[src/hdl/aznable_pkg.sv]
package aznable_pkg;

	// widths that carry a meaning on the system bus
	typedef logic [15:0] addr_t;
	typedef logic [7:0] byte_t;
	typedef logic [15:0] timer_t;
	// packed as blue, green, red
	typedef logic [23:0] rgb_t;
	typedef logic [13:0] wkram_addr_t;

	// source of the byte returned on a CPU read
	typedef enum logic [3:0]
	{
		NONE,
		IN0,
		JOYSTICK,
		ANALOG_L,
		ANALOG_R,
		PADDLE,
		SPINNER,
		PS2_KEY,
		PS2_MOUSE,
		TIMESTAMP,
		TIMER,
		MENU,
		WKRAM
	} rd_src_e;

	// memory map, single registers
	localparam addr_t IN0_ADDR = 16'h8000;
	localparam addr_t VIDEO_CTL_ADDR = 16'h8001;
	localparam addr_t PAUSE_ADDR = 16'h8A30;
	localparam addr_t MENU_ADDR = 16'h8A31;

	// memory map, 256 byte input pages (only the high byte is decoded)
	localparam addr_t JOYSTICK_BASE = 16'h8100;
	localparam addr_t ANALOG_L_BASE = 16'h8200;
	localparam addr_t ANALOG_R_BASE = 16'h8300;
	localparam addr_t PADDLE_BASE = 16'h8400;
	localparam addr_t SPINNER_BASE = 16'h8500;
	localparam addr_t PS2_KEY_BASE = 16'h8600;
	localparam addr_t PS2_MOUSE_BASE = 16'h8700;
	localparam addr_t TIMESTAMP_BASE = 16'h8800;
	localparam addr_t TIMER_BASE = 16'h8900;

	// work RAM fills the top 16 KB
	localparam addr_t WKRAM_BASE = 16'hC000;

endpackage
[src/hdl/io_readback.sv]
`timescale 1ns/10ps

module io_readback (
	input logic clk_24,
	input logic reset,
	input aznable_pkg::rd_src_e rd_src,
	input aznable_pkg::addr_t cpu_addr,
	input aznable_pkg::byte_t in0_flags,
	input logic [191:0] joystick,
	input logic [95:0] analog_l,
	input logic [95:0] analog_r,
	input logic [47:0] paddle,
	input logic [95:0] spinner,
	input logic [10:0] ps2_key,
	input logic [47:0] ps2_mouse,
	input logic [32:0] timestamp,
	input aznable_pkg::timer_t timer,
	input logic menu_trigger,
	input aznable_pkg::byte_t wkram_q,
	output aznable_pkg::byte_t cpu_din
);
	import aznable_pkg::*;

	// inputs widened to the span the low address bits can reach
	logic [255:0] joystick_pad;
	logic [127:0] analog_l_pad;
	logic [127:0] analog_r_pad;
	logic [63:0] paddle_pad;
	logic [127:0] spinner_pad;
	logic [15:0] ps2_key_pad;
	logic [63:0] ps2_mouse_pad;
	logic [63:0] timestamp_pad;
	byte_t sel_byte;
	byte_t sel_byte_q;
	rd_src_e rd_src_q;

	assign joystick_pad = {64'b0, joystick};
	assign analog_l_pad = {32'b0, analog_l};
	assign analog_r_pad = {32'b0, analog_r};
	assign paddle_pad = {16'b0, paddle};
	assign spinner_pad = {32'b0, spinner};
	assign ps2_key_pad = {5'b0, ps2_key};
	assign ps2_mouse_pad = {16'b0, ps2_mouse};
	assign timestamp_pad = {31'b0, timestamp};

	always_comb
	begin
		case (rd_src)
			IN0: sel_byte = in0_flags;
			JOYSTICK: sel_byte = joystick_pad[{cpu_addr[4:0], 3'd0} +: 8];
			ANALOG_L: sel_byte = analog_l_pad[{cpu_addr[3:0], 3'd0} +: 8];
			ANALOG_R: sel_byte = analog_r_pad[{cpu_addr[3:0], 3'd0} +: 8];
			PADDLE: sel_byte = paddle_pad[{cpu_addr[2:0], 3'd0} +: 8];
			SPINNER: sel_byte = spinner_pad[{cpu_addr[3:0], 3'd0} +: 8];
			PS2_KEY: sel_byte = ps2_key_pad[{cpu_addr[0], 3'd0} +: 8];
			PS2_MOUSE: sel_byte = ps2_mouse_pad[{cpu_addr[2:0], 3'd0} +: 8];
			TIMESTAMP: sel_byte = timestamp_pad[{cpu_addr[2:0], 3'd0} +: 8];
			TIMER: sel_byte = timer[{cpu_addr[0], 3'd0} +: 8];
			MENU: sel_byte = {8{menu_trigger}};
			default: sel_byte = '0;
		endcase
	end

	always_ff @(posedge clk_24)
	begin
		if (reset)
		begin
			rd_src_q <= NONE;
			sel_byte_q <= '0;
		end
		else
		begin
			rd_src_q <= rd_src;
			sel_byte_q <= sel_byte;
		end
	end

	// the RAM output is already registered, so it lines up with sel_byte_q
	assign cpu_din = (rd_src_q == WKRAM) ? wkram_q : sel_byte_q;

endmodule

[config.mk]
export PLATFORM = sky130hd
export DESIGN_NAME = io_readback
export DESIGN_NICKNAME = d
export VERILOG_FILES = /design/src/hdl/aznable_pkg.sv /design/src/hdl/io_readback.sv
export SDC_FILE = /design/constraint.sdc
export NUM_CORES = 1
export LEC_CHECK = 0
export BUFFER_PORTS_ARGS = -buffer_cell sky130_fd_sc_hd__buf_2
export CAP_MARGIN = 20
export CORE_AREA = 2 2 263 265
export DETAILED_ROUTE_END_ITERATION = 12
export DIE_AREA = 0 0 265 267
export PLACE_DENSITY_LB_ADDON = 0.25
export SETUP_SLACK_MARGIN = 0.05
export SKIP_CTS_REPAIR_TIMING = 1
export SLEW_MARGIN = 20
export SYNTH_ARGS = -nofsm -noshare
export SYNTH_HDL_FRONTEND = slang
export SYNTH_SLANG_ARGS = --single-unit
[constraint.sdc]
create_clock -name clk_24 -period 2.6 [get_ports clk_24]
set_input_delay 0.26 -clock clk_24 [delete_from_list [all_inputs] [get_ports clk_24]]
set_output_delay 0.26 -clock clk_24 [all_outputs]
set_load 0.03 [all_outputs]
**After elaboration in Yosys (flattened, before gate mapping)**

Cells that the tools add are included.
Widths: inputs -> output; s select.

- Equality and inequality tests: 12
- Shift-type cells: 9
- Muxes and demuxes: 2

Operator list:

| operator | number |
|---|---|
| $shiftx 128x8->8 | 3 |
| $shiftx 256x9->8 | 1 |
| $shiftx 64x7->8 | 3 |
| $pmux 8 s11 | 1 |
| $shiftx 16x5->8 | 2 |
| $eq 4x4->1 const B | 5 |
| $eq 4x3->1 const B | 4 |
| $eq 4x2->1 const B | 2 |
| $mux 8 | 1 |
| $eq 4x1->1 const B | 1 |

- Bits in registers: 12
- Input port bits: 675
- Output and inout port bits: 8
- Word-level logic and storage cells: 25

**Longest topological paths before layout**

Gate-level depths: netlist of run 1.

- Depth in word-level cells: 2
- Mapped depth: 11
- Gate-level depth less buffers: 6

**Worst setup path after synthesis of run 1**

Ideal clock, no wire load.

- Path type: input to register
- Start: input port cpu_addr[0]
- End: register sel_byte_q[1]
- Library setup time: 0.133 ns
- Arrival time: 1.937 ns
- Slack: 0.530 ns
- Stages on the path: 10
- Path buffers: 5
- Path through: buf_4 > buf_6 > buf_4 > buf_2 > buf_2 > mux4_2 > nand2_1 > o31ai_1 > o31ai_1 > nand4_1

- Longest elaborated chain between the ends: 2
- Elaborated cells on any way between the ends: 10

Ends and longest elaborated chain:

| element | RTL line | RTL |
|---|---|---|
| from (decl) | io_readback.sv:7 | `input aznable_pkg::addr_t cpu_addr,` |
| $shiftx 256x9->8, or another cell as far along | io_readback.sv:50 | `JOYSTICK: sel_byte = joystick_pad[{cpu_addr[4:0], 3'd0} +: 8];` |
| $pmux 8 s11 (*) | io_readback.sv:48 | `case (rd_src)` |
| to (signal assigned) | io_readback.sv:74 | `sel_byte_q <= sel_byte;` |
| to (decl) | io_readback.sv:34 | `byte_t sel_byte_q;` |

Every way passes the cells marked *; elsewhere a longest branch is shown, timed or not.
A chain may end at the register's enable or synchronous reset.

**Worst setup path in the final report of run 1**

- Start: input port rd_src[0]
- End: register sel_byte_q[6]

- Longest elaborated chain between the ends: 2
- Elaborated cells on any way between the ends: 12

Ends and longest elaborated chain:

| element | RTL line | RTL |
|---|---|---|
| from (decl) | io_readback.sv:6 | `input aznable_pkg::rd_src_e rd_src,` |
| $eq 4x4->1, or another cell as far along | io_readback.sv:48 |  |
| $pmux 8 s11 (*) | io_readback.sv:48 |  |

Marks and branches as above.

==> results of run 1 <==
==> cell usage after synthesis (all sizes together), types with 2 or more instances <==
cell type,instances,area (um^2)
mux4,91,2050
nand2,71,267
buf,70,400
mux2,67,754
a221oi,42,374
nor2,32,120
a21oi,31,155
mux2i,30,300
nor2b,19,119
a211oi,18,140
a31oi,17,106
clkbuf,16,60.1
nand3b,16,120
a22oi,15,113
dfxtp,12,240
nand3,12,60.1
o21ai,11,55.1
nor3,10,50.1
o211ai,10,75.1
o31ai,10,75.1
a211o,8,70.1
and3,8,50.1
a221o,7,70.1
a311oi,6,52.6
nand2b,6,37.5
nand4,6,37.5
nor4,4,25.0
a2111oi,3,33.8
a32o,3,30.0
nor3b,3,32.5
nor4b,3,38.8
o22ai,3,18.8
o311ai,3,26.3
o32ai,3,26.3
and2,2,12.5
inv,2,7.51
o211a,2,20.0
o31a,2,17.5
or3,2,12.5
or4,2,15.0
==> final cells by class <==
class | count | share of cell area [%]
Multi-Input combinational cell | 594 | 50.1
Timing Repair Buffer | 780 | 37.3
Tap cell | 882 | 9.44
Sequential cell | 12 | 2.06
Clock buffer | 4 | 0.760
Antenna cell | 8 | 0.171
Inverter | 3 | 0.0964
==> metal layers <==
| layer | wire length (um) | GRT usage [%] | up-vias |
|---|---|---|---|
| met5 | 70 | 0 | - |
| met4 | 1100 | 2.32 | 12 |
| met3 | 3780 | 2.90 | 58 |
| met2 | 27300 | 26.1 | 495 |
| met1 | 23400 | 18.6 | 4665 |
| li1 | - | - | 4315 |
==> where the power goes <==
group          internal, W  switching (W)  total [W]
Clock             0.000234      0.0000961   0.000330
Combinational     0.000953       0.000841    0.00179
Sequential        0.000197     0.00000979   0.000207
==> cells by family (layout without fill, tap and decap cells) <==
logic type	count (synthesis)	after routing	synth area share (%)
and+or+nand+nor	202	202	16.4
muxes	188	188	48.4
DFF	12	12	3.74
AOI/OAI and AO/OA	204	204	24.2
buffers and inverters	89	787	7.35
other	0	8	0
==> flip-flops by register name (all words and copies together), names as in the netlist <==
register / count
rd_src_q: 4
sel_byte_q: 8
==> through the flow <==
step	util, %	hold slack (ns)
5_1_grt	17.2	0.365
3_3_place_gp	16.8	0.610
2_1_floorplan	-	0.510
6_report	17.2	0.361
3_5_place_dp	16.8	0.618
4_1_cts	16.9	0.358
==> cells in the final DEF (no fill, tap or decap), drive strengths merged, types with 4 or more instances in the layout <==
cell / Yosys / routed
nor3: 10 / 10
dfxtp: 12 / 12
mux2i: 30 / 30
a21oi: 31 / 31
buf: 70 / 779
nor2: 32 / 32
nand4: 6 / 6
nand2b: 6 / 6
mux4: 91 / 91
nand3: 12 / 12
mux2: 67 / 67
diode: 0 / 8
nor2b: 19 / 19
a31oi: 17 / 17
a311oi: 6 / 6
a22oi: 15 / 15
a221oi: 42 / 42
a221o: 7 / 7
o31ai: 10 / 10
nor4: 4 / 4
a211oi: 18 / 18
nand3b: 16 / 16
o21ai: 11 / 11
and3: 8 / 8
nand2: 71 / 71
clkbuf: 16 / 5
o211ai: 10 / 10
a211o: 8 / 8
==> final timing paths <==
kind                      start       endpoint  slack [ns]  cells after the start
worst max-delay path  rd_src[0]  sel_byte_q[6]        0.17                     10
worst min-delay path      reset    rd_src_q[0]        0.36                      2
==> impl_metrics.yaml, run 1 <==
run_status:
  status: "complete, no violations"
logic_synthesis:
  synth_cells: 695
  synth_area_per_cell_um2: 9.23
  yosys_warnings: 0
  synth-edff-count: 0
  synth_cell_types: 69
  syn_nets: 1370
  ys_seq_area_share_pct: 3.74
  synth_ff_type: "dfxtp_1"
  async_reset_ff_share_pct: 0
  ys_ff_latch: 12
  synth_area_mm2: 0.00642
setup_path:
  required_ns: 2.72
  cp.arrival_ns: 2.55
  worstPathCellList: "buf_6 > buf_12 > mux2_2 > mux4_2 > mux2i_4 > buf_6 > o32ai_1 > nor4_2 > buf_4 > o211ai_1"
  start_kind: "input pin"
  path_buf_inv: 4
  cp_slowest_cell: "mux4_2"
  crit_type: "input pin to register"
  path_max_fanout: 22
  critPathCaptureType: "register"
  crit_top_cell: "buf_6"
  cp_slowest_stage_delay_ns: 0.49
  cpLargestDelayFamily: "multiplexers"
die:
  rows: 96
  die_w_um: 265
  io_pins: 683
  die_area_mm2: 0.0708
  start_util_pct: 9.44
  die_h_um: 267
  coreArea_mm2: 0.0680
timing:
  setup_tns_ns: 0
  rsz0062_at_grt: "false"
  min_period_ns: 2.43
  setup-violations-final: 0
  slew_viol_final: 0
  hold_viol: 0
  setup_ws_ns: 0.171
  slew_headroom_pct: 47.9
  tightest_slew_ns: 0.778
  min_period_over_period_pct: 93.4
  max_freq_mhz: 412
global_route:
  antenna_found_initial: 21
  track_usage_pct: 14.7
  grt-ovfl-total: 0
  grt_max_degree: 45
  grt_pass1_vias: 9802
  grt_pass1_wl_mm: 73.5
detailed_routing:
  drc_errors: 0
  drt_first_pass_iters: 5
  via_per_inst: 4.18
  vias: 9545
  drt-initial-drc-count: 527
  wl_per_cell_um: 24.4
  drt-total-wl_mm: 55.6
  detail-route-antenna-nets: 0
placement:
  placedCellCount: 2269
  placed_area_mm2: 0.0114
  port_buffers: 671
  dp_slack_ns: -0.640
  dp_hpwl_mm: 49.3
  gp_congestion: 0.833
finish:
  multi_input_area_mm2: 0.00586
  nFillCells: 7798
  post-route-cell-area_mm2: 0.0117
  final-seq-area_um2: 240
  drive_gt1_share_pct: 69.3
  fin_cells: 2283
  fin_nets: 2069
  syn_to_final_growth_pct: 82.1
clock_tree:
  clock-sinks: 12
  htree_levels: 1
  clockBufferDepth: 2
  cts_root_buffer: "clkbuf_16"
  cts_made_buffers: 3
  clkTransAtPathRegs_ns: 0.05
  tritoncts: "yes"
power_and_ir_drop:
  peakVddDrop_mv: 0.219
  pwr_density_cell_mw_per_mm2: 199
  power_w: 0.00233
  power_leakage_nw: 5.18
min_path:
  hold_path.class: "input pin to register"
job:
  drv_cap: 0
No activity file was read; power rests on OpenSTA's default activity.
==> run 2, diff against run 1 <==
--- a/config.mk
+++ b/config.mk
@@ -10,7 +10,9 @@
 export CORE_AREA = 2 2 263 265
 export DETAILED_ROUTE_END_ITERATION = 12
 export DIE_AREA = 0 0 265 267
+export GPL_TIMING_DRIVEN = 0
 export PLACE_DENSITY_LB_ADDON = 0.25
+export RECOVER_POWER = 50
 export SETUP_SLACK_MARGIN = 0.05
 export SKIP_CTS_REPAIR_TIMING = 1
 export SLEW_MARGIN = 20
==> run 2 against run 1 <==
  * Cell area is 0.95% higher
  * Flip-flop and latch count unchanged
  * Die area unchanged
  * Via count rose by 3.2%
  * Worst hold slack gained 0.14 ns
  * Sequential power about the same
  * Count of clock-buffer cells in the layout is the same
  * Global-route usage up 4.2 points
  * First-iteration DRC count increased by 6.8%
  * Cell count fell by 0.31%
  * Maximum frequency decreased by 2.9%
  * Critical endpoint is now sel_byte_q[1]
  * Highest routed layer unchanged
==> impl_metrics.yaml, run 2 (same netlist as run 1, synthesis figures left out) <==
timing:
  setup-violations-final: 0
  hold_viol: 0
  tightest_slew_ns: 0.992
  setup_tns_ns: 0
  slew_headroom_pct: 33.6
  min_period_over_period_pct: 96.2
  slew_viol_final: 0
  min_period_ns: 2.50
  max_freq_mhz: 400
  rsz0062_at_grt: "false"
job:
  drv_cap: 0
detailed_routing:
  vias: 9848
  drt-initial-drc-count: 563
  drt-total-wl_mm: 70.6
  wl_per_cell_um: 31.0
  via_per_inst: 4.33
  detail-route-antenna-nets: 0
  drt_first_pass_iters: 5
  drc_errors: 0
finish:
  syn_to_final_growth_pct: 83.9
  regMostFlops: "sel_byte_q"
  nFillCells: 7808
  drive_gt1_share_pct: 70.3
  post-route-cell-area_mm2: 0.0118
  layout_common_cells: "buf_2 (677), mux4_2 (91), nand2_1 (69), mux2_2 (65), a221oi_1 (37)"
  fin_nets: 2062
  reg_top3: "sel_byte_q: 8 flops, rd_src_q: 4 flops"
  final_common_cell: "buf_2"
  largest_reg_flops: 8
die:
  io_pins: 683
  die_w_um: 265
  die_h_um: 267
  start_util_pct: 9.44
  rows: 96
  coreArea_mm2: 0.0680
  die_area_mm2: 0.0708
global_route:
  grt-ovfl-total: 0
  grt_max_degree: 11
  antenna_found_initial: 13
  grt_pass1_wl_mm: 90.2
  grt_pass1_vias: 10500
  track_usage_pct: 18.9
clock_tree:
  htree_levels: 1
  tritoncts: "yes"
  clockBufferDepth: 2
  cts_made_buffers: 3
  clkTransAtPathRegs_ns: 0.05
  cts_root_buffer: "clkbuf_16"
  clock-sinks: 12
setup_path:
  start_kind: "input pin"
  path_max_fanout: 11
  critPathCaptureType: "register"
  crit_top_cell: "buf_6"
  cp_slowest_stage_delay_ns: 0.51
  crit_type: "input pin to register"
  cp_slowest_cell: "mux4_2"
  path_buf_inv: 4
  cpLargestDelayFamily: "buffers and inverters"
  required_ns: 2.71
  cp.arrival_ns: 2.61
  worstPathCellList: "buf_2 > buf_6 > nor4bb_2 > buf_6 > buf_4 > mux4_2 > nand2_1 > o31ai_1 > o31ai_2 > nand4_1"
power_and_ir_drop:
  switchingPower_w: 0.00115
  power_frac_comb_pct: 78.4
  p_sw_share_pct: 45.4
  power_w: 0.00253
  power_leakage_nw: 5.15
  peakVddDrop_mv: 0.139
  p_int_w: 0.00138
  power_frac_clock_pct: 13.5
  pwr_density_cell_mw_per_mm2: 215
  p_seq_share_pct: 8.2
placement:
  placed_area_mm2: 0.0109
  gp_congestion: 0.798
  port_buffers: 668
  dp_hpwl_mm: 60.2
min_path:
  hold_path.class: "input pin to register"
run_status:
  status: "complete, no violations"
-- run 2: changes by cell type in the layout (fill, tap and decap cells not counted), moves of 3 or more --
cell / before / now
buf_4: 97 / 34
clkbuf_2: 0 / 15
clkbuf_4: 1 / 16
buf_2: 666 / 677
buf_6: 4 / 10
buf_8: 0 / 5
clkbuf_1: 0 / 4
mux2i_1: 27 / 23
a31oi_1: 17 / 14
a31oi_2: 0 / 3
buf_12: 11 / 8
-- run 2: cell type report --
type                            count  area [um^2]  area share [%]
Antenna cell                        8         20.0           0.170
Sequential cell                    12          240            2.04
Multi-Input combinational cell    594         6040            51.2
Inverter                            3         15.0           0.127
Tap cell                          882         1100            9.35
Clock buffer                        4         88.8           0.753
Buffer                             85          773            6.55
Timing Repair Buffer              688         3510            29.8
-- run 2: layer usage --
layer	vias to the layer above	part of all wire, %	routed length [um]	track usage, %
met5	-	0.033	23	0
met4	4	1.6	1170	3.74
met3	46	4.7	3290	2.83
met2	496	51	36000	34.0
met1	4988	43	30200	23.9
li1	4314	-	-	-
-- run 2: worst min-delay path, cell delays in order --
cell and delay, ns:
buf_2 0.09, a21oi_1 0.06, o21ai_0 0.14, o31ai_1 0.07, nand4_1 0.08
-- run 2: final timing paths --
path | start | to | slack (ns) | cells after the start
max | rd_src[3] | sel_byte_q[1] | 0.1 | 10
min | in0_flags[7] | sel_byte_q[7] | 0.50 | 5
-- run 2: power by group through the flow --
| stage | logic, W | registers [W] | clock network, W |
|---|---|---|---|
| 6_report | 0.00198 | 0.000206 | 0.000341 |
| 5_1_grt | 0.00210 | 0.000207 | 0.000363 |
| 4_1_cts | 0.00188 | 0.000207 | 0.000352 |
| 3_5_place_dp | 0.00187 | 0.000211 | 0 |
| 3_3_place_gp | 0.00186 | 0.000211 | 0 |
| 2_1_floorplan | 0.000798 | 0.000202 | 0 |
-- run 2: per-stage QoR --
| step | util, % | hold WS, ns | instances | worst slack (ns) |
|---|---|---|---|---|
| 2_1_floorplan | - | 0.510 | 695 | 0.530 |
| 4_1_cts | 16.2 | 0.501 | 2251 | -1.49 |
| 3_5_place_dp | 16.0 | 0.778 | 2247 | -1.76 |
| 3_3_place_gp | 16.0 | 0.757 | 2245 | -2.04 |
| 6_report | 17.4 | 0.499 | 2276 | 0.0983 |
| 5_1_grt | 17.3 | 0.525 | 2270 | 0.0497 |
